--- config.mk ---
export PLATFORM = sky130hd
export DESIGN_NAME = fetchStage
export DESIGN_NICKNAME = d
export VERILOG_FILES = /design/src/verilog/mipsPkg.sv /design/src/verilog/fetchStage.sv
export VERILOG_INCLUDE_DIRS = /design/src /design/src/verilog
export SDC_FILE = /design/constraint.sdc
export NUM_CORES = 1
export LEC_CHECK = 0
export ABC_CLOCK_PERIOD_IN_PS = 2150
export BUFFER_PORTS_ARGS = -buffer_cell sky130_fd_sc_hd__clkbuf_2
export CAP_MARGIN = 20
export CORE_MARGIN = 5
export CORE_UTILIZATION = 40
export CTS_CLUSTER_SIZE = 30
export DETAILED_ROUTE_END_ITERATION = 12
export PLACE_DENSITY_LB_ADDON = 0.12
export SLEW_MARGIN = 30
export SYNTH_ARGS = -nofsm -noshare
export SYNTH_HDL_FRONTEND = slang
export SYNTH_SLANG_ARGS = --single-unit
--- constraint.sdc ---
create_clock -name clk -period 2.15 [get_ports clk]
set_clock_uncertainty 0.1 [all_clocks]
set_input_delay 0.3225 -clock clk [delete_from_list [all_inputs] [get_ports clk]]
set_output_delay 0.3225 -clock clk [all_outputs]
set_load 0.005 [all_outputs]
--- src/verilog/mips_defines.svh ---
`ifndef MIPS_DEFINES_SVH
`define MIPS_DEFINES_SVH

// First fetch address after reset
`define MIPS_RESET_PC 32'h0000_3000

// Data memory depth in words
`define MIPS_DM_WORDS 1024

// Primary opcodes, instr[31:26]
`define OP_SPECIAL 6'b000000
`define OP_ORI     6'b001101
`define OP_LUI     6'b001111
`define OP_LW      6'b100011
`define OP_SW      6'b101011
`define OP_BEQ     6'b000100
`define OP_JAL     6'b000011

// Function codes for OP_SPECIAL, instr[5:0]
`define FN_ADDU 6'b100001
`define FN_SUBU 6'b100011
`define FN_JR   6'b001000

`endif

--- src/verilog/mipsPkg.sv ---
package mipsPkg;

    typedef enum logic [1:0] {
        ALU_ADD,
        ALU_SUB,
        ALU_OR,
        ALU_LUI
    } aluOpT;

    // Source of the value written back
    typedef enum logic [1:0] {
        RES_ALU,
        RES_MEM,
        RES_PC8
    } resSrcT;

    // Operand source picked by the forwarding logic
    typedef enum logic [1:0] {
        FWD_REG,
        FWD_E,
        FWD_M,
        FWD_W
    } fwdSelT;

    // Decoded controls, rebuilt in every stage from the instruction word
    typedef struct packed {
        logic [4:0]  rs;
        logic [4:0]  rt;
        logic [4:0]  dst;
        logic [15:0] imm16;
        logic [25:0] index;
        logic        signExt;
        aluOpT       aluOp;
        logic        aluImm;
        logic        regWrite;
        logic        memWrite;
        resSrcT      resSrc;
        logic        isBeq;
        logic        isJal;
        logic        isJr;
        logic        useRs;
        logic        useRt;
        // Cycles after execute until the result exists
        logic [1:0]  tNew;
    } ctrlT;

    typedef struct packed {
        logic [31:0] instr;
        logic [31:0] pc;
        logic [31:0] rsVal;
        logic [31:0] rtVal;
        logic [31:0] extImm;
    } dePayT;

    typedef struct packed {
        logic [31:0] instr;
        logic [31:0] pc;
        logic [31:0] aluRes;
        logic [31:0] storeData;
    } emPayT;

    typedef struct packed {
        logic [31:0] instr;
        logic [31:0] pc;
        logic [31:0] aluRes;
        logic [31:0] loadData;
    } mwPayT;

    typedef struct packed {
        logic        valid;
        logic [31:0] pc;
        logic [4:0]  regNum;
        logic [31:0] data;
    } regTraceT;

    typedef struct packed {
        logic        valid;
        logic [31:0] pc;
        logic [31:0] addr;
        logic [31:0] data;
    } memTraceT;

endpackage

--- src/verilog/fetchStage.sv ---
`include "mips_defines.svh"

module fetchStage (
    input  logic          clk,
    input  logic          rstN,
    input  logic          stall,
    input  mipsPkg::ctrlT decCtrl,
    input  logic [31:0]   decPc,
    input  logic [31:0]   rsValue,
    input  logic          branchTaken,
    output logic [31:0]   pc
);

    logic [31:0] nextPc;
    logic [31:0] slotPc;
    logic [31:0] branchOff;

    // Address of the delay slot, base for branch and jal targets
    assign slotPc    = decPc + 32'd4;
    assign branchOff = {{14{decCtrl.imm16[15]}}, decCtrl.imm16, 2'b00};

    always_comb begin
        if (branchTaken) begin
            nextPc = slotPc + branchOff;
        end else if (decCtrl.isJal) begin
            nextPc = {slotPc[31:28], decCtrl.index, 2'b00};
        end else if (decCtrl.isJr) begin
            nextPc = rsValue;
        end else begin
            nextPc = pc + 32'd4;
        end
    end

    always_ff @(posedge clk or negedge rstN) begin
        if (!rstN) begin
            pc <= `MIPS_RESET_PC;
        end else if (!stall) begin
            pc <= nextPc;
        end
    end

endmodule

==> results_dict.tcl <==
set metrics [dict create \
    cts_tree "built" \
    synthDistinctLibCells 70 \
    critPathLaunch "decPc[6]" \
    synth_largest_area_cell "dfrtp_1" \
    layout_commonest_cell "buf_4" \
    rsz0062_at_grt "true" \
    crit_type "in -> reg" \
    ant_nets 0 \
    fin_cells 1118 \
    critical_path.endpoint "pc[31]" \
    top_regs "pc: 32 flops" \
    drt-total-wl_um 19810 \
    worstPathArrival_ns 3.31 \
    cap_violations 0 \
    vias 6315 \
    syn_area_per_cell_um2 7.440 \
    cp.depth 18 \
    yosysWarningCount 0 \
    worst-path-buf-inv 4 \
    die_area_um2 14130 \
    rows 39 \
    max_freq_mhz 307.1 \
    drt-vias-per-instance 5.648 \
    routedWlPerCell_um 17.72 \
    post_synth_main_area_contributors "dfrtp_1, ha_1, xnor2_1" \
    crit_path_frequent_cell "buf_6" \
    clkTransAtPathRegs_ns 0.05 \
    cp.required_ns 2.21 \
    max_stage_delay_ns 0.33 \
    cp_max_fo 4 \
    hp-class "in -> reg" \
    regArea_um2 803.3 \
    timing.final.ws_setup_ns -1.106 \
    drc 0 \
    synth_async_sr_flop_share 1.000 \
    fillers 902 \
    yosysSeqAreaShare 0.1695 \
    synth_cells 637 \
    place_congestion 0.9027 \
    status "complete, but fails checks" \
    synth_nets 814 \
    boundaryPins 172 \
    grt_util_all_layers 0.2482 \
    clkSinkCount 32 \
    grt_max_degree 25 \
    rr_endpoint "pc[31]" \
    failed_checks "setup timing" \
    antenna_found_initial 0 \
    port_buffers 143 \
    grt_pass1_vias 6086 \
    final_max_slew_viol_count 0 \
    hpwlAfterDp_um 14650 \
    power_density_nw_per_um2 463.2 \
    final_cell_mix "buf_4, clkbuf_2, nand2_1, nor2_1, a21oi_1" \
    multi_input_comb_area_um2 4541 \
    clkLatencyLatePin_ns 0.28 \
    die_h_um 118.9 \
    p_leak_nw 3.849 \
    die_w_um 118.9 \
    path_delay_family "simple AND/OR/NAND/NOR gates" \
    relSlewSlack 0.5712 \
    end_kind "flop" \
    largest_register_ffs 32 \
    num_antenna_cells 0 \
    synth-edff-count 0 \
    regMostFlops "pc" \
    hold_viol_final 0 \
    reg2reg_from "pc[12]" \
    fin_crit_sh 1.515 \
    htree_levels 2 \
    grt-ovfl-total 0 \
    nets 1151 \
    worstMarginPinSlew_ns 0.6432 \
    layout-drive-gt1-share 0.5190 \
    firstDrtPassIters 5 \
    preCtsSetupSlack_ns -1.427 \
    peakVddDrop_v 0.0003803 \
    ys.flop_type "dfrtp_1" \
    ys_ff_latch 32 \
    crit_slowest_cell "or3_1" \
    first_iter_violations 323 \
    synth.top_cell.area_share 0.1584 \
    syn2layout_area_growth_pct 73.15 \
    clockBufferDepth 2 \
    finalSetupViolCount 25 \
    r2r_cells 9 \
    core_area_um2 11520 \
    syn-cell-area_um2 4740 \
    cts_buffers 5 \
    tns_ns -19.42 \
    start_util 0.4116 \
    p_total_mw 3.801 \
    grt_pass1_wl_um 29550 \
    min_period_ns 3.256 \
    cts-root-buf "clkbuf_16" \
    dp.cells 1085 \
    reg2reg_slack_ns -0.22 \
    cp_cell_sequence "buf_6 -> and3_4 -> and2_4 -> buf_6 -> nand3_4 -> buf_6 -> nor2_4 -> xor2_1 -> ha_1 -> a21oi_1 -> o21ai_1 -> nor2_2 -> inv_2 -> o221a_4 -> a21oi_4 -> o21bai_4 -> and4_4 -> or3_1" \
    worstSetupStartpointType "primary input" \
]
==> synth_stat cells, types with 8 or more instances <==
master / number
xnor2_1: 37
clkbuf_1: 24
a21o_1: 11
o31ai_1: 10
a211oi_1: 8
ha_1: 36
nand4_1: 14
nor2_1: 57
dfrtp_1: 30
mux2i_1: 11
xor2_1: 24
a21oi_1: 58
nor3_1: 9
inv_1: 11
nand2_1: 77
o21ai_0: 47
a221oi_1: 10
nand3_1: 31
and3_1: 11
==> power breakdown <==
group / internal [mW] / switching [mW]
Clock: 0.493 / 0.259
Sequential: 0.709 / 0.0773
Combinational: 1.15 / 1.11
==> final cells by class <==
cell class	count	area share
sequential	32	0.09788
timing repair buffer	361	0.3025
multi-input combinational	562	0.5533
tap	143	0.02180
inverter	12	0.005489
clock buffer	8	0.01906
==> how the worst min path moves through the flow <==
stage	depth (start not counted)	start	endpoint
after CTS	2	stall	pc[27]
after floorplan	0	rstN	pc[0]
after global placement	1	rstN	pc[11]
final	2	stall	pc[27]
after detailed placement	1	rstN	pc[11]
after global routing	2	stall	pc[27]
==> metrics by stage <==
| stage | util | area [um^2] | hold slack, ns |
|---|---|---|---|
| after floorplan | - | 4847 | -0.07309 |
| after global placement | 0.6136 | 7067 | 0.2619 |
| after detailed placement | 0.6136 | 7067 | 0.2636 |
| after CTS | 0.6600 | 7601 | 0.2417 |
| after global routing | 0.7126 | 8207 | 0.2798 |
| final | 0.7126 | 8207 | 0.2461 |
==> worst register-to-register path: cells and delay by family, from the launching register on <==
| family | cells | cell delay [ns] |
|---|---|---|
| AO/OA/AOI/OAI | 2 | 0.37 |
| AND/OR/NAND/NOR | 7 | 1.26 |
| flip-flops | 1 | 0.53 |
==> what timing repair did <==
| item | 4_1_cts | 5_1_grt |
|---|---|---|
| hold buffers | 1 | 0 |
| hold endpoints to repair | 18 | 0 |
| pin swaps | 45 | 62 |
| setup endpoints to repair | 26 | 26 |
| resized for setup | 61 | 99 |
| setup buffers | 10 | 16 |
==> metal layers <==
metal | GRT usage | vias to the layer above | share of wire
met5 | 0 | - | 0
met4 | 0.05358 | 0 | 0.022
met3 | 0.03412 | 38 | 0.064
met2 | 0.4249 | 244 | 0.49
met1 | 0.3346 | 3000 | 0.42
li1 | - | 3033 | -
==> logic make-up (layout without fill, tap and decap cells) <==
logic type,after synthesis,after routing,share of synthesized area
simple gates,244,244,0.2637
compound gates,205,205,0.2854
xor+xnor,62,62,0.1162
buf+inv,43,381,0.03564
fa+ha+maj,37,37,0.09926
flops,32,32,0.1695
mux,14,14,0.03036
Power figures use the tool's default switching activity.
