$ cat src/verilog/mips_defines.svh
`ifndef MIPS_DEFINES_SVH
`define MIPS_DEFINES_SVH

// First fetch address after reset
`define MIPS_RESET_PC 32'h0000_3000

// Data memory depth in words
`define MIPS_DM_WORDS 1024

// Primary opcodes, instr[31:26]
`define OP_SPECIAL 6'b000000
`define OP_ORI     6'b001101
`define OP_LUI     6'b001111
`define OP_LW      6'b100011
`define OP_SW      6'b101011
`define OP_BEQ     6'b000100
`define OP_JAL     6'b000011

// Function codes for OP_SPECIAL, instr[5:0]
`define FN_ADDU 6'b100001
`define FN_SUBU 6'b100011
`define FN_JR   6'b001000

`endif

$ cat src/verilog/mipsPkg.sv
package mipsPkg;

    typedef enum logic [1:0] {
        ALU_ADD,
        ALU_SUB,
        ALU_OR,
        ALU_LUI
    } aluOpT;

    // Source of the value written back
    typedef enum logic [1:0] {
        RES_ALU,
        RES_MEM,
        RES_PC8
    } resSrcT;

    // Operand source picked by the forwarding logic
    typedef enum logic [1:0] {
        FWD_REG,
        FWD_E,
        FWD_M,
        FWD_W
    } fwdSelT;

    // Decoded controls, rebuilt in every stage from the instruction word
    typedef struct packed {
        logic [4:0]  rs;
        logic [4:0]  rt;
        logic [4:0]  dst;
        logic [15:0] imm16;
        logic [25:0] index;
        logic        signExt;
        aluOpT       aluOp;
        logic        aluImm;
        logic        regWrite;
        logic        memWrite;
        resSrcT      resSrc;
        logic        isBeq;
        logic        isJal;
        logic        isJr;
        logic        useRs;
        logic        useRt;
        // Cycles after execute until the result exists
        logic [1:0]  tNew;
    } ctrlT;

    typedef struct packed {
        logic [31:0] instr;
        logic [31:0] pc;
        logic [31:0] rsVal;
        logic [31:0] rtVal;
        logic [31:0] extImm;
    } dePayT;

    typedef struct packed {
        logic [31:0] instr;
        logic [31:0] pc;
        logic [31:0] aluRes;
        logic [31:0] storeData;
    } emPayT;

    typedef struct packed {
        logic [31:0] instr;
        logic [31:0] pc;
        logic [31:0] aluRes;
        logic [31:0] loadData;
    } mwPayT;

    typedef struct packed {
        logic        valid;
        logic [31:0] pc;
        logic [4:0]  regNum;
        logic [31:0] data;
    } regTraceT;

    typedef struct packed {
        logic        valid;
        logic [31:0] pc;
        logic [31:0] addr;
        logic [31:0] data;
    } memTraceT;

endpackage

$ cat src/verilog/hazardUnit.sv
module hazardUnit (
    input  mipsPkg::ctrlT   dCtrl,
    input  mipsPkg::ctrlT   eCtrl,
    input  mipsPkg::ctrlT   mCtrl,
    input  mipsPkg::ctrlT   wCtrl,
    output logic            stall,
    output logic            flushE,
    output mipsPkg::fwdSelT fwdDRs,
    output mipsPkg::fwdSelT fwdDRt,
    output mipsPkg::fwdSelT fwdERs,
    output mipsPkg::fwdSelT fwdERt,
    output mipsPkg::fwdSelT fwdMRt
);

    logic [1:0] useRs;
    logic [1:0] useRt;
    logic       lateRs;
    logic       lateRt;

    // Nearest producer wins; an unready one leaves the old value, fixed later
    function automatic mipsPkg::fwdSelT pick(input logic [4:0] r, input mipsPkg::ctrlT e,
                                             input mipsPkg::ctrlT m, input mipsPkg::ctrlT w);
        if (r == 5'd0)
            return mipsPkg::FWD_REG;
        if (e.regWrite && e.dst == r)
            return (e.tNew == 2'd0) ? mipsPkg::FWD_E : mipsPkg::FWD_REG;
        if (m.regWrite && m.dst == r)
            return (m.tNew <= 2'd1) ? mipsPkg::FWD_M : mipsPkg::FWD_REG;
        if (w.regWrite && w.dst == r)
            return mipsPkg::FWD_W;
        return mipsPkg::FWD_REG;
    endfunction

    // True when the nearest producer of r is later than the use
    function automatic logic late(input logic [4:0] r, input logic [1:0] tUse,
                                  input mipsPkg::ctrlT e, input mipsPkg::ctrlT m);
        logic [1:0] mNew;
        mNew = (m.tNew == 2'd0) ? 2'd0 : m.tNew - 2'd1;
        if (r == 5'd0)
            return 1'b0;
        if (e.regWrite && e.dst == r)
            return e.tNew > tUse;
        if (m.regWrite && m.dst == r)
            return mNew > tUse;
        return 1'b0;
    endfunction

    // Cycles from decode until the operand is consumed
    assign useRs = (dCtrl.isBeq || dCtrl.isJr) ? 2'd0 : 2'd1;
    assign useRt = dCtrl.isBeq ? 2'd0 : (dCtrl.memWrite ? 2'd2 : 2'd1);

    assign lateRs = dCtrl.useRs && late(dCtrl.rs, useRs, eCtrl, mCtrl);
    assign lateRt = dCtrl.useRt && late(dCtrl.rt, useRt, eCtrl, mCtrl);

    assign stall  = lateRs || lateRt;
    assign flushE = stall;

    assign fwdDRs = pick(dCtrl.rs, eCtrl, mCtrl, wCtrl);
    assign fwdDRt = pick(dCtrl.rt, eCtrl, mCtrl, wCtrl);
    assign fwdERs = pick(eCtrl.rs, '0, mCtrl, wCtrl);
    assign fwdERt = pick(eCtrl.rt, '0, mCtrl, wCtrl);
    assign fwdMRt = pick(mCtrl.rt, '0, '0, wCtrl);

endmodule

$ cat config.mk
export PLATFORM = sky130hd
export DESIGN_NAME = hazardUnit
export DESIGN_NICKNAME = d
export VERILOG_FILES = /design/src/verilog/mips_defines.svh /design/src/verilog/mipsPkg.sv /design/src/verilog/hazardUnit.sv
export SDC_FILE = /design/constraint.sdc
export NUM_CORES = 1
export LEC_CHECK = 0
export ABC_CLOCK_PERIOD_IN_PS = 2000
export BUFFER_PORTS_ARGS = -buffer_cell sky130_fd_sc_hd__buf_2
export CORE_AREA = 2 2 117 119
export DETAILED_ROUTE_END_ITERATION = 8
export DIE_AREA = 0 0 119 121
export PLACE_DENSITY = 0.51
export SKIP_LAST_GASP = 1
export SYNTH_ARGS = -nofsm -noshare
export SYNTH_HDL_FRONTEND = slang
export SYNTH_SLANG_ARGS = --single-unit
$ cat constraint.sdc
create_clock -name vclk -period 2
set_clock_uncertainty 0.15 [all_clocks]
set_input_delay 0.4 -clock vclk [all_inputs]
set_output_delay 0.4 -clock vclk [all_outputs]
set_load 0.005 [all_outputs]
==> flow_metrics.py <==
metrics = {
    "run_status": {
        "run_status": "complete, but fails checks",
        "violations": "setup timing",
    },
    "setup_path": {
        "critical_path.max_fanout": 2,
        "cp-start-kind": "input pin",
        "path_cells": "buf_6 > and2_4 > ha_4 > nor2b_1 > o2111a_1 > a22oi_2 > o32ai_4 > buf_2",
        "required_arrival_time_at_the_worst_endpoint_ps": 1450,
        "cp-startpoint": "mCtrl[1]",
        "critical_path.n_buffers_inverters": 2,
        "max_stage_delay_ps": 240,
        "setup_crit_path_kind": "in2out",
        "crit_path_end_kind": "output port",
        "worstSetupEndpoint": "flushE",
        "cpMaxStageDelayCell": "sky130_fd_sc_hd__o2111a_1",
        "critPathTopFamily": "compound AO/OA/AOI/OAI gates",
        "crit_arrival_ps": 1700,
        "path_depth": 8,
    },
    "sta": {
        "maxClockFrequency_mhz": 443,
        "final-hold-violation-count": 0,
        "post-route-min-period_ps": 2250,
        "timing.final.crit_share_pct": 113,
        "final-max-slew-violation-count": 0,
        "worst_slew_margin_rel_pct": 79.8,
        "worst_pin_slew_ps": 301,
        "setup_violations": 10,
        "rsz_0062_raised_after_global_routing": "true",
        "postLayoutSetupSlackWorst_ps": -255,
    },
    "route": {
        "via_count": 1393,
        "final_antenna_net_count": 0,
        "first_iter_violations": 21,
        "wl_mm": 5.42,
        "detail_route.wl_per_cell_um": 13.1,
        "detail_route.vias_per_cell": 3.36,
        "drt_pre_antenna_iters": 3,
        "route.detailed.drc": 0,
    },
    "floorplan": {
        "initial_utilization_pct": 8.22,
        "core_region_area_mm2": 0.0131,
        "num_io_pins": 300,
        "dieArea_mm2": 0.0144,
        "dieHeight_um": 121,
        "overall_die_width_um": 119,
        "placement_rows": 42,
    },
    "placement": {
        "pre_cts_slack_ps": -333,
        "io_buf_count": 64,
        "dp.final_hpwl_mm": 4.46,
        "place_congestion": 0.784,
        "placed_area_mm2": 0.00184,
    },
    "flow_run": {
        "timing.max_cap.violations": 0,
    },
    "synth": {
        "synth.lib_cells_used.distinct": 35,
        "synthDominantAreaCellType": "sky130_fd_sc_hd__xnor2_1",
        "area_contributors_post_synth": "sky130_fd_sc_hd__xnor2_1 27%, sky130_fd_sc_hd__xor2_1 17%, sky130_fd_sc_hd__ha_1 4.7%",
        "synth.yosys.seq_area_share_pct": 0,
        "post_synth_net_total": 435,
        "netlist.area_leader.share_pct": 26.9,
        "synthesis.instances": 143,
        "post_synth_instance_area_mm2": 0.00108,
        "syn_area_per_cell_um2": 7.52,
        "synthesis.yosys.warnings": 0,
    },
    "global_routing": {
        "grt_usage_pct": 6.97,
        "antenna_found_initial": 0,
        "gr-total-overflow": 0,
        "number_of_global_route_vias_before_repair": 1480,
        "grt_start_max_net_pins": 7,
        "global_route_wire_length_before_repair_mm": 7.92,
    },
    "final_layout": {
        "antenna_cells_inserted": 0,
        "numSequentialCells": 0,
        "layout.clock_buffers": 0,
        "layout.area.seq_um2": 0,
        "fill_cells": 1436,
        "finish.instance_area_mm2": 0.00252,
        "post_route_cells_drive_above_1_share_pct": 66.9,
        "nNetsFinal": 533,
        "area_growth_syn_to_layout_pct": 134,
    },
    "worst_hold_path": {
        "worst_hold_path_type": "in2out",
    },
    "pwr": {
        "p_per_area_mw_per_mm2": 199,
        "total_power_mw": 0.501,
        "total_leakage_power_nw": 1.01,
        "power.ir.vdd_worst_uv": 90.5,
    },
    "clock_network": {
        "post_cts_hold_buffer_count": 0,
    },
}
==> cells in the mapped netlist (3+ instances only) <==
library cell and count:
sky130_fd_sc_hd__a21oi_1 3, sky130_fd_sc_hd__and2_1 4, sky130_fd_sc_hd__buf_2 6, sky130_fd_sc_hd__ha_1 4, sky130_fd_sc_hd__nand2_1 9, sky130_fd_sc_hd__nand4_1 7, sky130_fd_sc_hd__nor2_1 6, sky130_fd_sc_hd__nor2b_1 4
sky130_fd_sc_hd__nor3_1 6, sky130_fd_sc_hd__nor4_1 3, sky130_fd_sc_hd__nor4_2 3, sky130_fd_sc_hd__o21ai_0 4, sky130_fd_sc_hd__xnor2_1 33, sky130_fd_sc_hd__xor2_1 21
==> through the flow <==
| step | utilization (%) | hold slack, ps | setup TNS, ps | instances |
|---|---|---|---|---|
| 2_1_floorplan | - | 743 | -65.8 | 143 |
| 3_3_place_gp | 14.1 | 1020 | -2360 | 407 |
| 3_5_place_dp | 14.1 | 1020 | -2320 | 407 |
| 4_1_cts | 17.6 | 1030 | -1560 | 414 |
| 5_1_grt | 19.3 | 1050 | -1970 | 415 |
| 6_report | 19.3 | 1020 | -1520 | 415 |
==> kinds of logic after synthesis <==
family / after synthesis / synth area share (%)
and+or+nand+nor: 55 / 32.2
AOI/OAI and AO/OA: 18 / 12.2
adders and majority gates: 4 / 4.65
buffers and inverters: 10 / 4.88
xor gates and xnor gates: 54 / 44.0
muxes: 2 / 2.09
==> cell type report <==
| class | instances | area, µm² | share of cell area, % |
|---|---|---|---|
| multi-input cells | 133 | 1450 | 57.6 |
| inverters | 2 | 7.51 | 0.298 |
| repair buffers | 104 | 842 | 33.4 |
| well taps | 176 | 220 | 8.73 |
==> report_power, final <==
group | switching (mW) | total [mW] | internal [mW] | leakage (nW)
logic | 0.226 | 0.501 | 0.275 | 1.01
registers | 0 | 0 | 0 | 0
clock network | 0 | 0 | 0 | 0
==> tightest hold or removal path: cells and delay by family <==
| kind | cells | cell delay (ps) |
|---|---|---|
| xor+xnor | 1 | 50 |
| simple gates | 2 | 110 |
| buf+inv | 2 | 200 |
==> cell usage in the layout (no fill, tap or decap), types with 3 or more instances in the layout <==
cell	instances
sky130_fd_sc_hd__nand4_1	7
sky130_fd_sc_hd__buf_6	25
sky130_fd_sc_hd__or4_4	3
sky130_fd_sc_hd__buf_8	4
sky130_fd_sc_hd__nor3_1	4
sky130_fd_sc_hd__o21ai_1	4
sky130_fd_sc_hd__xnor2_2	13
sky130_fd_sc_hd__xor2_2	6
sky130_fd_sc_hd__buf_2	35
sky130_fd_sc_hd__xor2_1	13
sky130_fd_sc_hd__buf_4	38
sky130_fd_sc_hd__xnor2_1	19
sky130_fd_sc_hd__and2_4	3
sky130_fd_sc_hd__nand2_1	9
sky130_fd_sc_hd__nor2_1	6
sky130_fd_sc_hd__nor4_4	6
==> how the worst min path moves through the flow <==
stage | from | end | slack, ps | cells after the start
2_1_floorplan | wCtrl[10] | fwdMRt[0] | 740 | 2
3_3_place_gp | mCtrl[63] | fwdMRt[0] | 1020 | 5
3_5_place_dp | mCtrl[63] | fwdMRt[0] | 1020 | 5
4_1_cts | mCtrl[63] | fwdMRt[0] | 1030 | 5
5_1_grt | wCtrl[10] | fwdMRt[0] | 1050 | 4
6_report | mCtrl[63] | fwdMRt[0] | 1020 | 5
==> metal layers <==
| layer | vias up | part of all wire [%] | global-route usage (%) |
|---|---|---|---|
| met4 | 0 | 0.39 | 0.298 |
| met2 | 42 | 51 | 12.7 |
| li1 | 688 | - | - |
| met5 | - | 0 | 0 |
| met1 | 661 | 44 | 9.06 |
| met3 | 2 | 5.5 | 1.17 |
==> what timing repair did <==
| item | 4_1_cts | 5_1_grt |
|---|---|---|
| endpoints found under the setup margin | 10 | 12 |
| resized for setup | 84 | 40 |
| pin swaps | 37 | 24 |
| setup buffers | 7 | 3 |
Power figures use the tool's default switching activity.
