### src/verilog/mips_defines.svh
`ifndef MIPS_DEFINES_SVH
`define MIPS_DEFINES_SVH

// First fetch address after reset
`define MIPS_RESET_PC 32'h0000_3000

// Data memory depth in words
`define MIPS_DM_WORDS 1024

// Primary opcodes, instr[31:26]
`define OP_SPECIAL 6'b000000
`define OP_ORI     6'b001101
`define OP_LUI     6'b001111
`define OP_LW      6'b100011
`define OP_SW      6'b101011
`define OP_BEQ     6'b000100
`define OP_JAL     6'b000011

// Function codes for OP_SPECIAL, instr[5:0]
`define FN_ADDU 6'b100001
`define FN_SUBU 6'b100011
`define FN_JR   6'b001000

`endif

### src/verilog/pipeReg.sv
module pipeReg #(
    parameter type payloadT = logic [31:0]
) (
    input  logic    clk,
    input  logic    rstN,
    input  logic    en,
    input  logic    clr,
    input  payloadT d,
    output payloadT q
);

    // All-zero payload decodes as a nop
    always_ff @(posedge clk or negedge rstN) begin
        if (!rstN) begin
            q <= '0;
        end else if (clr) begin
            q <= '0;
        end else if (en) begin
            q <= d;
        end
    end

endmodule

### config.mk
export PLATFORM = sky130hd
export DESIGN_NAME = pipeReg
export DESIGN_NICKNAME = d
export VERILOG_FILES = /design/src/verilog/mips_defines.svh /design/src/verilog/pipeReg.sv
export SDC_FILE = /design/constraint.sdc
export NUM_CORES = 1
export LEC_CHECK = 0
export BUFFER_PORTS_ARGS = -buffer_cell sky130_fd_sc_hd__clkbuf_2
export CORE_UTILIZATION = 47
export DETAILED_ROUTE_END_ITERATION = 7
export GPL_TIMING_DRIVEN = 0
export PLACE_DENSITY = 0.82
export REMOVE_ABC_BUFFERS = 1
export SYNTH_ARGS = -nofsm -noshare
export SYNTH_HDL_FRONTEND = slang
export SYNTH_SLANG_ARGS = --single-unit
### constraint.sdc
create_clock -name clk -period 1.5 [get_ports clk]
set_input_delay 0.15 -clock clk [delete_from_list [all_inputs] [get_ports clk]]
set_output_delay 0.15 -clock clk [all_outputs]
set_load 0.05 [all_outputs]
==> results.txt, run 1 <==
- The run finished with clean final reports.
- Path length in cells of the critical path: 1
* Maximum buffer depth of the clock tree: 2
- Leading cell type in the layout, fill and taps excluded: clkbuf_2
- Max_slew headroom: 0.341
- After legalization and detailed placement, the total HPWL measured 1720 um.
- Overflow left after global routing: 0
* Number of pins exceeding their max-slew limit in the final report: 0
- The largest registers in the layout are q: 32 flops.
- Number of vias after detailed routing: 975
- Count of nets after finishing: 207
- X dimension of the die: 55.1 um
- The netlist uses 6 different library cells.
- For the final routed database, the setup TNS stands at 0 ns.
- Die Y: 55.1 um
- Worst clock skew: 0 ns
* Last weighted congestion value of the routability-driven placer: 0.651
- For this design the top-level I/O count stands at 68.
* Initial antenna violation count: 0
- The tool flagged a number of max-cap violations equal to 0.
* Count of standard-cell rows: 18
- Static timing analysis puts the maximum clock frequency at 899 MHz.
* Drt first-iter violations: 4
- Crit-path leading delay family: flip-flops
* Crit path DAT: 0.96 ns
- Along the worst hold path, the cell count comes to 3.
- R2R Setup Slk: 0.76 ns
- Top cell type by total area after synthesis: dfrtp_1
* Overall routing resource usage: 0.169
- After detailed routing, the number of remaining DRC violations is 0.
- Top library cells by usage in the layout, fill and taps aside: clkbuf_2, mux2i_1, nor2_1, dfrtp_1, clkbuf_4
- Share of final-layout standard cells stronger than drive strength 1: 0.426
- Summed over all cells, the static leakage comes to 0.988 nW.
- Mean instance size in the synthesized netlist: 12.9 sq um
- Required time worst endpoint: 1.35 ns
- #FFs+latches synth: 32
- IR analysis of the VDD net gives a maximum drop of 0.835 mV.
* Final antenna-violating net count: 0
- The Yosys step of the flow raised 0 warnings.
- TritonCTS built the clock tree.
- DR WL/cell: 12.4 um
* Number of cells produced by synthesis: 103
* Endpoints failing setup: 0
* Minimum setup slack after placement: 0.0794 ns
- The signal on the critical path passes through clkbuf_2.
* Final hold vios: 0
- CTS Buf Count: 5
* Post-Synthesis Cell Area: 0.00132 sq mm
- Transition time at the pin with the least slew margin: 0.988 ns
- The floorplan step defined a core boundary enclosing 0.00257 sq mm.
- Maximum number of pins on one net before global-route repair: 33
- Counting both buffers and inverters, the worst setup path holds a total of 1.
* Share of the synthesized area in the top cell type: 0.605
* Vias in the first global route: 804
- Register area share after synthesis: 0.605
* Setup repair after global routing missed its margin: false
- Of the available clock period, the critical path in the final layout requires 0.741.
- Clock-pin slew on the worst setup and hold paths: 0.09 ns
* Final standard cell area without fillers: 0.00166 sq mm
- Setup slack on the critical path of the routed design comes to 0.388 ns.
* Element type at the critical path end: primary output
- First-pass GRT wire length: 3500 um
- Dividing total power by cell area gives a power density of 1040 mW/mm^2.
- For the worst-skew pair, the clock arrives at the later sink with an insertion delay of 0.30 ns.
* R2R cell count: 2
- The critical path in this run is classified as reg2out.
* Avg Vias per Cell: 4.90
* Number of levels the H-tree was split into: 2
* Sum of routed wire length over all layers: 2460 um
- Root Driver: clkbuf_4
- Slowest stage cell on the critical path: dfrtp_1
- The number of setup buffers added after CTS is 0.
- Max reg flops: 32
- Initial cell density of the core: 0.516
* Post-place instance area: 0.00161 sq mm
- Total of buffers placed on input and output ports: 67
* Kind of start point of the critical path: flip-flop
- Hold Crit Class: in2reg
- Crit-path max cell delay: 0.36 ns
- Synth-to-layout area growth: 25.5%
* Biggest register: q
* Sinks on Clock Net: 32
* Min Tclk post-route: 1.11 ns
- Along the worst path, the maximum fanout reaches 2.
- Die area: 0.00303 sq mm
- The repair_antennas step left the layout with diodes totalling 0.
- For this run, the detailed router's first-pass iteration total came to 4.
- By area the synthesized netlist is led by dfrtp_1, mux2i_1, nor2_1, buf_12, buf_6.
-- area by class of cell --
type,count,area [sq um]
clock buffer,5,37.5
fill,215,906
timing repair buffer,68,345
multi-input combinational,64,440
sequential,32,801
tap,30,37.5
-- path summary, 6_finish.rpt --
check                       from     to
max                         q[2]   q[2]
min                        d[20]  q[20]
min reg2reg                 q[1]   q[1]
min in group asynchronous   rstN  q[21]
max reg2reg                 q[2]   q[2]
max in group asynchronous   rstN  q[27]
-- per-layer routing --
metal / global-route usage / up-vias / share of wire
li1: - / 471 / -
met1: 0.217 / 463 / 0.43
met2: 0.249 / 39 / 0.48
met3: 0.0847 / 2 / 0.084
met4: 0.0500 / 0 / 0.0061
met5: 0 / - / 0
-- where the power goes --
group / internal [mW] / switching (mW) / total, mW
Clock: 0.156 / 0.239 / 0.396
Combinational: 0.117 / 0.283 / 0.400
Sequential: 0.910 / 0.0257 / 0.936
Total: 1.18 / 0.548 / 1.73
-- kinds of logic after synthesis --
family,count (synthesis),share of synthesized area
DFF,32,0.605
muxes,32,0.242
buffers and inverters,7,0.0624
and+or+nand+nor,32,0.0907
-- synth_stat cells --
cell type  count
dfrtp_1       32
buf_6          1
nor2_1        32
mux2i_1       32
clkbuf_1       3
buf_12         3
-- stage by stage --
step           std cells   util  hold WS (ns)  power [mW]
2_1_floorplan         96      -        -0.146        1.20
3_3_place_gp         193  0.629         0.241        1.34
3_5_place_dp         193  0.629         0.264        1.35
4_1_cts              199  0.647        0.0745        1.76
5_1_grt              199  0.647        0.0807        1.81
6_report             199  0.647        0.0819        1.73
-- what timing repair did --
action | 4_1_cts | 5_1_grt
endpoints found under the hold margin | 32 | 0
resized for setup | 0 | 0
hold buffers | 1 | 0
setup endpoints to repair | 0 | 0
No activity file was read; power rests on OpenSTA's default activity.
==> inputs of run 2 (changes only) <==
--- a/config.mk
+++ b/config.mk
@@ -6,10 +6,10 @@
 export NUM_CORES = 1
 export LEC_CHECK = 0
 export BUFFER_PORTS_ARGS = -buffer_cell sky130_fd_sc_hd__clkbuf_2
-export CORE_UTILIZATION = 47
+export CORE_UTILIZATION = 44
 export DETAILED_ROUTE_END_ITERATION = 7
 export GPL_TIMING_DRIVEN = 0
-export PLACE_DENSITY = 0.82
+export PLACE_DENSITY = 0.78
 export REMOVE_ABC_BUFFERS = 1
 export SYNTH_ARGS = -nofsm -noshare
 export SYNTH_HDL_FRONTEND = slang
==> constraint.sdc (replaced) <==
create_clock -name clk -period 1.1 [get_ports clk]
set_input_delay 0.11 -clock clk [delete_from_list [all_inputs] [get_ports clk]]
set_output_delay 0.11 -clock clk [all_outputs]
set_load 0.05 [all_outputs]
==> run 2 against run 1 <==
Critical endpoint is now q[13]; non-clock buffer count stayed put; highest routed layer unchanged; clock power is 68% higher; sequential share of layout area is 1.7 points lower; routed wire length is 2.9% lower; utilization is 3.3 points lower; clock skew stayed put; the run now ends with DRC left.
==> results.txt, run 2 (synthesis gave the netlist of run 1 again) <==
- Status: finished with violations
- The final reports fail on DRC.
* Count of standard-cell rows: 19 (+1)
- Cell-internal power: 1.73 mW (+46%)
- Required time worst endpoint: 0.99 ns (-0.36 ns)
- Part of the power in combinational logic: 0.225 (-0.006)
- The total wirelength of the detailed-routed design came to 2390 um (-2.9%).
- Switch Pwr: 0.768 mW (+40%)
* Critical path fanouts, max: 2 (unchanged)
- Share of final-layout standard cells stronger than drive strength 1: 0.424 (-0.00162)
* Type of the setup path with the least slack: reg2out
* Leading cell type in the layout, fill and taps excluded: clkbuf_2
- TritonCTS clock tree: yes
* X dimension of the die: 56.9 um (+3.2%)
- Worst hold slack: 0.0312 ns (-0.0507 ns)
- The number of endpoints failing setup at the final stage was 0 (unchanged).
- Switching Fraction: 0.307 (-0.00920)
* Crit-path leading delay family: flip-flops
* DR WL/cell: 11.8 um (-4.8%)
* Initial antenna violation count: 0 (unchanged)
- On the critical path, the stage with the largest delay is an instance of dfrtp_1.
* Achievable frequency: 950 MHz
* Setup repair after global routing missed its margin: false
* Capture instance of the worst register-to-register path: q[26]
- The clock transition time at the flip-flop clock pins of the worst setup and hold paths came to 0.08 ns (about the same).
* Maximum buffer depth of the clock tree: 2 (unchanged)
- The worst hold path begins at d[20].
- The final number of hold-violating endpoints was 0 (unchanged).
* Initial cell density of the core: 0.472 (-0.0437)
* Clock Latency Late Sink: 0.32 ns (+0.02 ns)
- Maximum VDD drop: 0.779 mV (-6.8%)
- The global placement routability congestion is 0.632 (-2.8%).
* Buffers & Inverters on Critical Path: 1 (unchanged)
- The static leakage power was 1.01 nW (+2.3%).
- The power density over cell area was 1450 mW/mm^2 (+39%).
* Regs by FF count: q: 32 flops
- Final antenna-violating net count: 0 (unchanged)
* Root Driver: clkbuf_4
* Crit path DAT: 0.94 ns (-0.02 ns)
- The worst hold path terminates at q[20].
- The via count normalized by instance count is 4.77 (-2.6%).
* R2R cell count: 2 (unchanged)
- 1st-pass router iterations: 6 (+2)
* Maximum number of pins on one net before global-route repair: 33 (unchanged)
- Max_slew headroom: 0.337 (-0.00459)
* Chain of cells forming the critical path: clkbuf_2
- IO Pins: 68 (unchanged)
* Kind of start point of the critical path: flip-flop
- Count of maximum capacitance violations: 0 (unchanged)
- The count of H-tree levels built during CTS came to 2 (unchanged).
- Counting flops per register, the top entry is q.
- The worst hold path belongs to the class in2reg.
* Transition time at the pin with the least slew margin: 0.995 ns (+0.00688 ns)
- Worst clock skew: 0 ns (unchanged)
- The total CTS buffers came to 5 (unchanged).
* Half-perimeter wire length of the detailed placement result: 1690 um (-1.8%)
- The fraction of power consumed by the clock network came to 0.266 (+0.037).
- The die footprint is 0.00323 sq mm (+6.6%).
- Drt first-iter violations: 32 (+28)
- Die Y: 56.9 um (+3.2%)
- Overflow left after global routing: 0 (unchanged)
- Vias in the first global route: 939 (+17%)
* Number of pins exceeding their max-slew limit in the final report: 0 (unchanged)
- The startpoint identified for the worst register-to-register timing path is q[26].
- The core footprint came to 0.00281 sq mm (+9.3%).
* Overall power consumption: 2.50 mW (+45%)
* Count of nets after finishing: 207 (unchanged)
- The worst setup path is captured at a primary output.
* Hold path cells: 3 (unchanged)
* Overall routing resource usage: 0.172 (+0.00392)
* Total DRC errors in the routed layout: 12 (+12)
- The sequential share of power is 0.509 (-0.032).
- Synth-to-layout area growth: 30.2%
* Total of buffers placed on input and output ports: 67 (unchanged)
- Number of vias after detailed routing: 969 (-0.62%)
- The global-route wire length before repair came to 4130 um (+18%).
- The longest individual stage delay on the worst path was 0.35 ns (about the same).
- Max reg flops: 32 (unchanged)
* Final worst-path cycle share: 0.957
- The worst path needs 1.05 ns of the cycle, external delays included.
- R2R Setup Slk: 0.37 ns (-0.39 ns)
* Sinks on Clock Net: 32 (unchanged)
- Antenna cell count: 0 (unchanged)
* Top library cells by usage in the layout, fill and taps aside: clkbuf_2, mux2i_1, nor2_1, dfrtp_1, clkbuf_4
==> run 2: cell count changes in the layout (fill, tap and decap cells not counted) <==
| cell | change |
|---|---|
| clkbuf_2 | -30 |
| clkbuf_4 | +16 |
| buf_2 | +14 |
| clkbuf_1 | +2 |
| clkbuf_8 | +1 |
==> run 2: worst max path at each step <==
| stage | start | to | slack (ns) | cells after the start |
|---|---|---|---|---|
| finish | q[13] | q[13] | 0.05 | 1 |
| global route | q[13] | q[13] | 0.0006 | 1 |
| CTS | q[14] | q[14] | 0.004 | 1 |
| detailed placement | en | q[25] | -0.28 | 3 |
| global placement | en | q[11] | -0.22 | 3 |
| floorplan | q[0] | q[0] | 0.20 | 2 |
==> run 2: area by class of cell <==
class | instances | area [sq um]
Tap cell | 31 | 38.8
Fill cell | 237 | 1080
Clock buffer | 8 | 58.8
Multi-Input combinational cell | 64 | 440
Sequential cell | 32 | 801
Timing Repair Buffer | 68 | 385
==> run 2: timing repair <==
action / 4_1_cts / 5_1_grt
hold buffers: 1 / 0
resized for setup: 2 / 42
endpoints found under the setup margin: 2 / 28
buffers inserted: 0 / 0
endpoints found under the hold margin: 32 / 0
==> run 2: power by group through the flow <==
stage | sequential (mW) | combinational [mW] | clock, mW
after global routing | 1.28 | 0.604 | 0.755
final | 1.27 | 0.563 | 0.666
after global placement | 1.29 | 0.538 | 0
after CTS | 1.28 | 0.554 | 0.706
after detailed placement | 1.30 | 0.549 | 0
after floorplan | 1.53 | 0.0996 | 0
==> run 2: metal layers <==
metal	global-route usage	vias up	part of all wire
li1	-	474	-
met1	0.214	450	0.44
met2	0.267	40	0.47
met3	0.0622	5	0.074
met4	0.0836	0	0.021
met5	0	-	0
==> run 2: worst register-to-register path, delay by kind of cell, from the launching register on <==
family        cells  cell delay (ns)
flops             1             0.40
mux               1             0.13
simple gates      1             0.07
==> run 2: metrics by stage <==
stage,cell area [sq um],instances,TNS (ns),setup WS (ns),util
5_1_grt,1720,203,0,0.000631,0.615
6_report,1720,203,0,0.0473,0.615
2_1_floorplan,1240,96,0,0.205,-
3_5_place_dp,1620,194,-8.17,-0.281,0.576
4_1_cts,1690,203,0,0.00356,0.602
3_3_place_gp,1620,194,-6.79,-0.220,0.576
