<file path="src/verilog/mips_defines.svh">
`ifndef MIPS_DEFINES_SVH
`define MIPS_DEFINES_SVH

// First fetch address after reset
`define MIPS_RESET_PC 32'h0000_3000

// Data memory depth in words
`define MIPS_DM_WORDS 1024

// Primary opcodes, instr[31:26]
`define OP_SPECIAL 6'b000000
`define OP_ORI     6'b001101
`define OP_LUI     6'b001111
`define OP_LW      6'b100011
`define OP_SW      6'b101011
`define OP_BEQ     6'b000100
`define OP_JAL     6'b000011

// Function codes for OP_SPECIAL, instr[5:0]
`define FN_ADDU 6'b100001
`define FN_SUBU 6'b100011
`define FN_JR   6'b001000

`endif

</file>
<file path="src/verilog/mipsPkg.sv">
package mipsPkg;

    typedef enum logic [1:0] {
        ALU_ADD,
        ALU_SUB,
        ALU_OR,
        ALU_LUI
    } aluOpT;

    // Source of the value written back
    typedef enum logic [1:0] {
        RES_ALU,
        RES_MEM,
        RES_PC8
    } resSrcT;

    // Operand source picked by the forwarding logic
    typedef enum logic [1:0] {
        FWD_REG,
        FWD_E,
        FWD_M,
        FWD_W
    } fwdSelT;

    // Decoded controls, rebuilt in every stage from the instruction word
    typedef struct packed {
        logic [4:0]  rs;
        logic [4:0]  rt;
        logic [4:0]  dst;
        logic [15:0] imm16;
        logic [25:0] index;
        logic        signExt;
        aluOpT       aluOp;
        logic        aluImm;
        logic        regWrite;
        logic        memWrite;
        resSrcT      resSrc;
        logic        isBeq;
        logic        isJal;
        logic        isJr;
        logic        useRs;
        logic        useRt;
        // Cycles after execute until the result exists
        logic [1:0]  tNew;
    } ctrlT;

    typedef struct packed {
        logic [31:0] instr;
        logic [31:0] pc;
        logic [31:0] rsVal;
        logic [31:0] rtVal;
        logic [31:0] extImm;
    } dePayT;

    typedef struct packed {
        logic [31:0] instr;
        logic [31:0] pc;
        logic [31:0] aluRes;
        logic [31:0] storeData;
    } emPayT;

    typedef struct packed {
        logic [31:0] instr;
        logic [31:0] pc;
        logic [31:0] aluRes;
        logic [31:0] loadData;
    } mwPayT;

    typedef struct packed {
        logic        valid;
        logic [31:0] pc;
        logic [4:0]  regNum;
        logic [31:0] data;
    } regTraceT;

    typedef struct packed {
        logic        valid;
        logic [31:0] pc;
        logic [31:0] addr;
        logic [31:0] data;
    } memTraceT;

endpackage

</file>
<file path="src/verilog/decoder.sv">
`include "mips_defines.svh"

module decoder (
    input  logic [31:0]   instr,
    output mipsPkg::ctrlT ctrl
);

    logic [5:0] op;
    logic [5:0] fn;

    assign op = instr[31:26];
    assign fn = instr[5:0];

    always_comb begin
        ctrl       = '0;
        ctrl.rs    = instr[25:21];
        ctrl.rt    = instr[20:16];
        ctrl.imm16 = instr[15:0];
        ctrl.index = instr[25:0];
        case (op)
            `OP_SPECIAL: begin
                case (fn)
                    `FN_ADDU, `FN_SUBU: begin
                        ctrl.dst      = instr[15:11];
                        ctrl.regWrite = 1'b1;
                        ctrl.aluOp    = (fn == `FN_ADDU) ? mipsPkg::ALU_ADD : mipsPkg::ALU_SUB;
                        ctrl.useRs    = 1'b1;
                        ctrl.useRt    = 1'b1;
                        ctrl.tNew     = 2'd1;
                    end
                    `FN_JR: begin
                        ctrl.isJr  = 1'b1;
                        ctrl.useRs = 1'b1;
                    end
                    // sll zero and anything else is a nop
                    default: ctrl = '0;
                endcase
            end
            `OP_ORI: begin
                ctrl.dst      = instr[20:16];
                ctrl.regWrite = 1'b1;
                ctrl.aluOp    = mipsPkg::ALU_OR;
                ctrl.aluImm   = 1'b1;
                ctrl.useRs    = 1'b1;
                ctrl.tNew     = 2'd1;
            end
            `OP_LUI: begin
                ctrl.dst      = instr[20:16];
                ctrl.regWrite = 1'b1;
                ctrl.aluOp    = mipsPkg::ALU_LUI;
                ctrl.aluImm   = 1'b1;
                ctrl.tNew     = 2'd1;
            end
            `OP_LW: begin
                ctrl.dst      = instr[20:16];
                ctrl.regWrite = 1'b1;
                ctrl.signExt  = 1'b1;
                ctrl.aluImm   = 1'b1;
                ctrl.resSrc   = mipsPkg::RES_MEM;
                ctrl.useRs    = 1'b1;
                ctrl.tNew     = 2'd2;
            end
            `OP_SW: begin
                ctrl.memWrite = 1'b1;
                ctrl.signExt  = 1'b1;
                ctrl.aluImm   = 1'b1;
                ctrl.useRs    = 1'b1;
                ctrl.useRt    = 1'b1;
            end
            `OP_BEQ: begin
                ctrl.isBeq   = 1'b1;
                ctrl.signExt = 1'b1;
                ctrl.useRs   = 1'b1;
                ctrl.useRt   = 1'b1;
            end
            `OP_JAL: begin
                // Link register is fixed at $31
                ctrl.dst      = 5'd31;
                ctrl.regWrite = 1'b1;
                ctrl.isJal    = 1'b1;
                ctrl.resSrc   = mipsPkg::RES_PC8;
            end
            default: ctrl = '0;
        endcase
    end

endmodule

</file>
<file path="config.mk">
export PLATFORM = sky130hd
export DESIGN_NAME = decoder
export DESIGN_NICKNAME = d
export VERILOG_FILES = /design/src/verilog/mipsPkg.sv /design/src/verilog/decoder.sv
export VERILOG_INCLUDE_DIRS = /design/src /design/src/verilog
export SDC_FILE = /design/constraint.sdc
export NUM_CORES = 1
export LEC_CHECK = 0
export BUFFER_PORTS_ARGS = -buffer_cell sky130_fd_sc_hd__buf_4
export CAP_MARGIN = 20
export CORE_UTILIZATION = 32
export DETAILED_ROUTE_END_ITERATION = 8
export GPL_ROUTABILITY_DRIVEN = 0
export PLACE_DENSITY = 0.85
export SETUP_SLACK_MARGIN = 0.1
export SLEW_MARGIN = 10
export SYNTH_ARGS = -nofsm -noshare
export SYNTH_HDL_FRONTEND = slang
export SYNTH_SLANG_ARGS = --single-unit
</file>
<file path="constraint.sdc">
create_clock -name vclk -period 2.2
set_input_delay 0.22 -clock vclk [all_inputs]
set_output_delay 0.22 -clock vclk [all_outputs]
set_load 0.01 [all_outputs]
</file>
==> summary.txt, run 1 <==
Setup path
  • CP Max Fanout: 24
  • Worst Path Required: 1.98 ns
  • Critical Path Start: instr[26]
  • CP max stage cell: or4b_4
  • Worst path cell trace: buf_4 > or4b_4 > nor3_4 > nand4bb_4 > and2_1 > buf_4
  • Critical path capture point type: output port
  • Worst EP arrival: 1.72 ns
  • Setup Crit Path Kind: in -> out
  • Max stage delay on crit path: 0.54 ns
  • Cell mode on critical path: buf_4
  • Startpoint types: input port

STA
  • Tmin final: 1.938 ns
  • Tcrit/Tclk final: 0.8808
  • Worst-margin pin slew: 0.4998 ns
  • Slew headroom: 0.6637
  • Final setup violating endpoints: 0
  • Fin. Hold Viols: 0
  • Post-Route Setup TNS: 0 ns
  • Pins Over Slew Limit: 0
  • Achievable frequency: 516.1 MHz
  • RSZ-0062 raised after global routing: false

Layout
  • Seq Cell Count: 0
  • Post-layout net count: 207
  • CLK BUF: 0
  • # diodes: 0
  • Synthesis-to-finish area growth: 84.18%
  • Sequential Area: 0 um2
  • Layout cells sized above 1: 0.6532
  • Post-route cell area: 1311 um2
  • Core Util, Final: 0.6485

Global routing
  • Initial antenna violation count: 0
  • Global Route Usage Sum: 0.2203
  • Pin count of the biggest net entering global routing: 25
  • First-pass GRT wire length: 4374 um
  • Vias in the first global route: 886
  • Global route total overflow: 0

Power
  • Sw Ratio: 0.4305
  • Logic gate share of total power: 1.000
  • Max IR drop VDD: 0.00005987 V
  • Pwr dens: 126.6 nW/um2
  • Int Power: 0.09451 mW
  • Reg power frac: 0
  • Clock power frac: 0
  • Static leakage: 0.7744 nW
  • Psw: 0.07143 mW

Floorplanning
  • Die Ht: 49.17 um
  • I/O Pins: 104
  • DIE WIDTH: 49.17 um
  • Die area: 2417 um2
  • Row count: 16
  • CORE AREA: 2022 um2
  • Initial core utilization: 0.3521

Hold path
  • Worst min path class: in -> out
  • Hold Startpoint: instr[8]

Clock tree
  • Hold-fix buffers, CTS: 0
  • Post_cts resized: 0
  • Postcts setup bufs: 0

Drt
  • Wire per inst: 13.67 um
  • Post-route ant nets: 0
  • DRC viols: 0
  • Total Routed Length: 2733 um
  • Detailed Route Iter0 Violations: 9
  • Via count: 939
  • Vias per cell: 4.695
  • First-pass iteration count of the detailed router: 4

Yosys
  • Sequential element share of the synthesized area: 0
  • Adder-cell share of the synthesized area: 0
  • Simple-gate share of the synthesized area: 0.5272
  • Combinational family with the most area after synthesis: simple AND/OR/NAND/NOR gates
  • Syn_nets: 130
  • Warning count from the yosys run: 0
  • Mapped Avg Cell Area: 7.265 um2
  • Distinct cell type count after synthesis: 30
  • Post-synthesis xor/xnor area fraction: 0
  • Synth Cell Area: 711.9 um2
  • Compound-Gate Fraction of Synth Area: 0.1441
  • Synthesized instance count: 98
  • Post-synthesis mux area share: 0

Run status
  • Status: finished clean

Placement
  • Hpwl dp: 2426 um
  • DP Area: 1311 um2
  • Number of port buffers: 104

Job
  • Max_cap viols: 0
==> Yosys cell counts <==
master / number / area [um2]
inv_1: 1 / 3.750
buf_6: 2 / 22.52
nor4b_1: 1 / 8.760
nand3_1: 3 / 15.01
nand2_1: 3 / 11.26
nand4bb_4: 1 / 27.53
nor2_1: 3 / 11.26
or4b_4: 1 / 13.76
nor3_4: 1 / 16.27
o21a_1: 2 / 15.01
a21o_1: 1 / 7.510
a21oi_1: 1 / 5.000
o2111ai_1: 1 / 8.760
or3_1: 1 / 6.260
and2_1: 24 / 150.1
nand3b_1: 1 / 7.510
a221o_1: 5 / 50.05
clkbuf_1: 2 / 7.510
or3b_2: 1 / 8.760
or2_2: 2 / 12.51
o211ai_1: 1 / 7.510
nand2b_1: 1 / 6.260
and3_1: 4 / 25.02
buf_4: 26 / 195.2
or2_1: 1 / 6.260
a22o_1: 1 / 8.760
buf_2: 1 / 5.000
nor4b_2: 1 / 15.01
nor4_1: 4 / 25.02
and3b_1: 1 / 8.760
==> critical path: cells and delay by family <==
family	cells	cell delay, ns
buf+inv	2	0.26
simple gates	4	1.23
==> worst paths after layout <==
check                   to  slack (ns)  depth (start not counted)
setup / recovery  ctrl[29]        0.26                          6
hold / removal    ctrl[49]        0.76                          3
==> power groups by stage <==
| stage | Combinational [mW] | Clock (mW) | Sequential [mW] |
|---|---|---|---|
| CTS | 0.167 | 0 | 0 |
| finish | 0.166 | 0 | 0 |
| global placement | 0.163 | 0 | 0 |
| floorplan | 0.0771 | 0 | 0 |
| global route | 0.178 | 0 | 0 |
| detailed placement | 0.167 | 0 | 0 |
==> cells by family after synthesis <==
group                  Yosys count
AND/OR/NAND/NOR                 54
buffers and inverters           32
AO/OA/AOI/OAI                   12
==> cell usage in the layout (no fill, tap or decap), types with 2 or more instances in the layout <==
cell type  netlist  layout
nor2_1           3       3
buf_4           26     106
and3_1           4       4
nand2_1          3       3
and2_1          24      24
or2_2            2       2
nor4_1           4       4
o21a_1           2       2
a221o_1          5       5
nand3_1          3       3
==> final cells by class <==
| type | count | area, um2 |
|---|---|---|
| well taps | 27 | 33.78 |
| multi-input cells | 66 | 478.0 |
| inverters | 1 | 3.754 |
| fillers | 179 | 710.7 |
| repair buffers | 106 | 795.8 |
==> per-stage QoR <==
step / hold WS, ns / power [mW] / worst slack (ns) / std cells
final: 0.7582 / 0.1659 / 0.2622 / 200
after global routing: 0.7709 / 0.1779 / 0.1337 / 200
after CTS: 0.7586 / 0.1670 / 0.2551 / 200
after detailed placement: 0.7587 / 0.1669 / 0.2584 / 200
after global placement: 0.7539 / 0.1633 / 0.3123 / 200
after floorplan: 0.4722 / 0.07705 / 0.2360 / 98
==> metal layers <==
metal	routed length (um)	GRT usage	share of wire
met5	0	0	0
met4	0	0	0
met3	221	0.01869	0.081
met2	1486	0.4521	0.54
met1	1025	0.2528	0.38
Power figures use the tool's default switching activity.
==> run 2: changes to the inputs <==
==> constraint.sdc (replaced) <==
create_clock -name vclk -period 2.2
set_input_delay 0.44 -clock vclk [all_inputs]
set_output_delay 0.44 -clock vclk [all_outputs]
set_load 0.01 [all_outputs]
==> summary.txt, run 2 (synthesis results as in run 1) <==
Layout
  • Layout cells sized above 1: 0.8718 (+0.2186)
  • Sequential Area: 0 um2 (unchanged)
  • # diodes: 0 (unchanged)
  • CLK BUF: 0 (unchanged)
  • Seq Cell Count: 0 (unchanged)
  • Core Util, Final: 0.9511 (+0.3026)
  • Highest-count cells in the layout ignoring fill and taps: buf_4, buf_6, and2_4, a221o_1, nand4bb_4
  • Commonest non-fill, non-tap cell in the layout: buf_4
  • Synthesis-to-finish area growth: 170.1%
  • Post-layout net count: 229 (+11%)

Global routing
  • Met2 usage in global routing: 0.6347 (+0.1826)
  • Pin count of the biggest net entering global routing: 8 (-68%)
  • Vias in the first global route: 1173 (+32%)
  • Global route total overflow: 0 (unchanged)
  • Global Route met3 Usage: 0.04361 (+0.02492)
  • Global Route Usage Sum: 0.3141 (+0.09373)
  • Initial antenna violation count: 0 (unchanged)
  • Met1 Usage GRT: 0.3265 (+0.07370)
  • GR peak layer: met2
  • First-pass GRT wire length: 5927 um (+36%)

STA
  • Pins Over Slew Limit: 0 (unchanged)
  • Worst-margin pin slew: 0.6126 ns (+0.1128 ns)
  • Achievable frequency: 417.5 MHz (-19%)
  • Tcrit/Tclk final: 1.089 (+0.2079)
  • Final worst slack: -0.1952 ns (-0.4575 ns)
  • Tmin final: 2.395 ns (+0.4575 ns)
  • Final setup violating endpoints: 55 (+55)
  • RSZ-0062 raised after global routing: true
  • Slew headroom: 0.5858 (-0.07787)
  • Fin. Hold Viols: 0 (unchanged)
  • Post-Route Setup TNS: -9.098 ns (-9.098 ns)

Power
  • Static leakage: 0.9972 nW (+29%)
  • Max IR drop VDD: 0.0001091 V (+82%)
  • Tot Pwr: 0.2576 mW (+55%)
  • Pwr dens: 133.9 nW/um2 (+5.8%)

Floorplanning
  • CORE AREA: 2022 um2 (unchanged)
  • I/O Pins: 104 (unchanged)
  • DIE WIDTH: 49.17 um (unchanged)
  • Row count: 16 (unchanged)
  • Initial core utilization: 0.3521 (unchanged)
  • Die Ht: 49.17 um (unchanged)
  • Die area: 2417 um2 (unchanged)

Setup path
  • Worst EP arrival: 1.96 ns (+0.24 ns)
  • Setup Crit Path Kind: in -> out
  • Worst Path Required: 1.76 ns (-0.22 ns)
  • Critical path capture point type: output port
  • Startpoint types: input port
  • CP Max Fanout: 5 (-79%)

Drt
  • First-pass iteration count of the detailed router: 4 (unchanged)
  • Via count: 1286 (+37%)
  • Post-route ant nets: 0 (unchanged)
  • Detailed Route Iter0 Violations: 39 (+30)
  • Wire per inst: 22.80 um (+67%)
  • Vias per cell: 5.793 (+23%)
  • DRC viols: 0 (unchanged)
  • Total Routed Length: 5061 um (+85%)

Run status
  • Failing checks: negative setup slack
  • Status: complete, but fails checks

Placement
  • Hpwl dp: 2376 um (-2.0%)
  • Number of port buffers: 104 (unchanged)
  • Place WS: -0.1880 ns (-0.4463 ns)

Hold path
  • Worst min path class: in -> out

Job
  • Max_cap viols: 0 (unchanged)
[run 2: final timing paths]
path / from / end / depth (start not counted)
worst max-delay path: instr[31] / ctrl[19] / 7
worst min-delay path: instr[6] / ctrl[21] / 3
[run 2: where the power goes]
group	internal, mW	switching, mW
Sequential	0	0
Clock	0	0
Combinational	0.147	0.111
Total	0.147	0.111
[run 2: final cells by class]
class,count,area (um2)
well taps,27,33.78
multi-input cells,69,714.4
fillers,50,98.84
repair buffers,125,1171
inverters,1,3.754
[run 2: critical path, stage by stage]
cell and delay [ns]:
buf_6 0.09, or4b_4 0.53, nor3_4 0.29, buf_6 0.18, or2_1 0.13, o21a_1 0.16, buf_4 0.13
[run 2: repair_timing]
item                                    in CTS  in global routing
hold buffers                                 0                  0
resized for setup                           68                 20
setup buffers                                4                  2
endpoints found under the setup margin      61                 65
hold endpoints to repair                     0                  0
cloned                                       3                  0
pin swaps                                   33                 14
[run 2: per-layer routing]
metal	up-vias	wire length, um	part of all wire
met1	599	1591	0.31
met2	131	2729	0.54
met5	-	0	0
met4	0	272	0.054
li1	526	-	-
met3	30	468	0.092
[run 2: through the flow]
stage	instance area (um2)	hold WS (ns)	std cells
2_1_floorplan	850.8	0.9094	98
3_3_place_gp	1466	1.181	214
3_5_place_dp	1466	1.186	214
4_1_cts	1828	1.185	221
5_1_grt	1923	1.198	222
6_report	1923	1.186	222
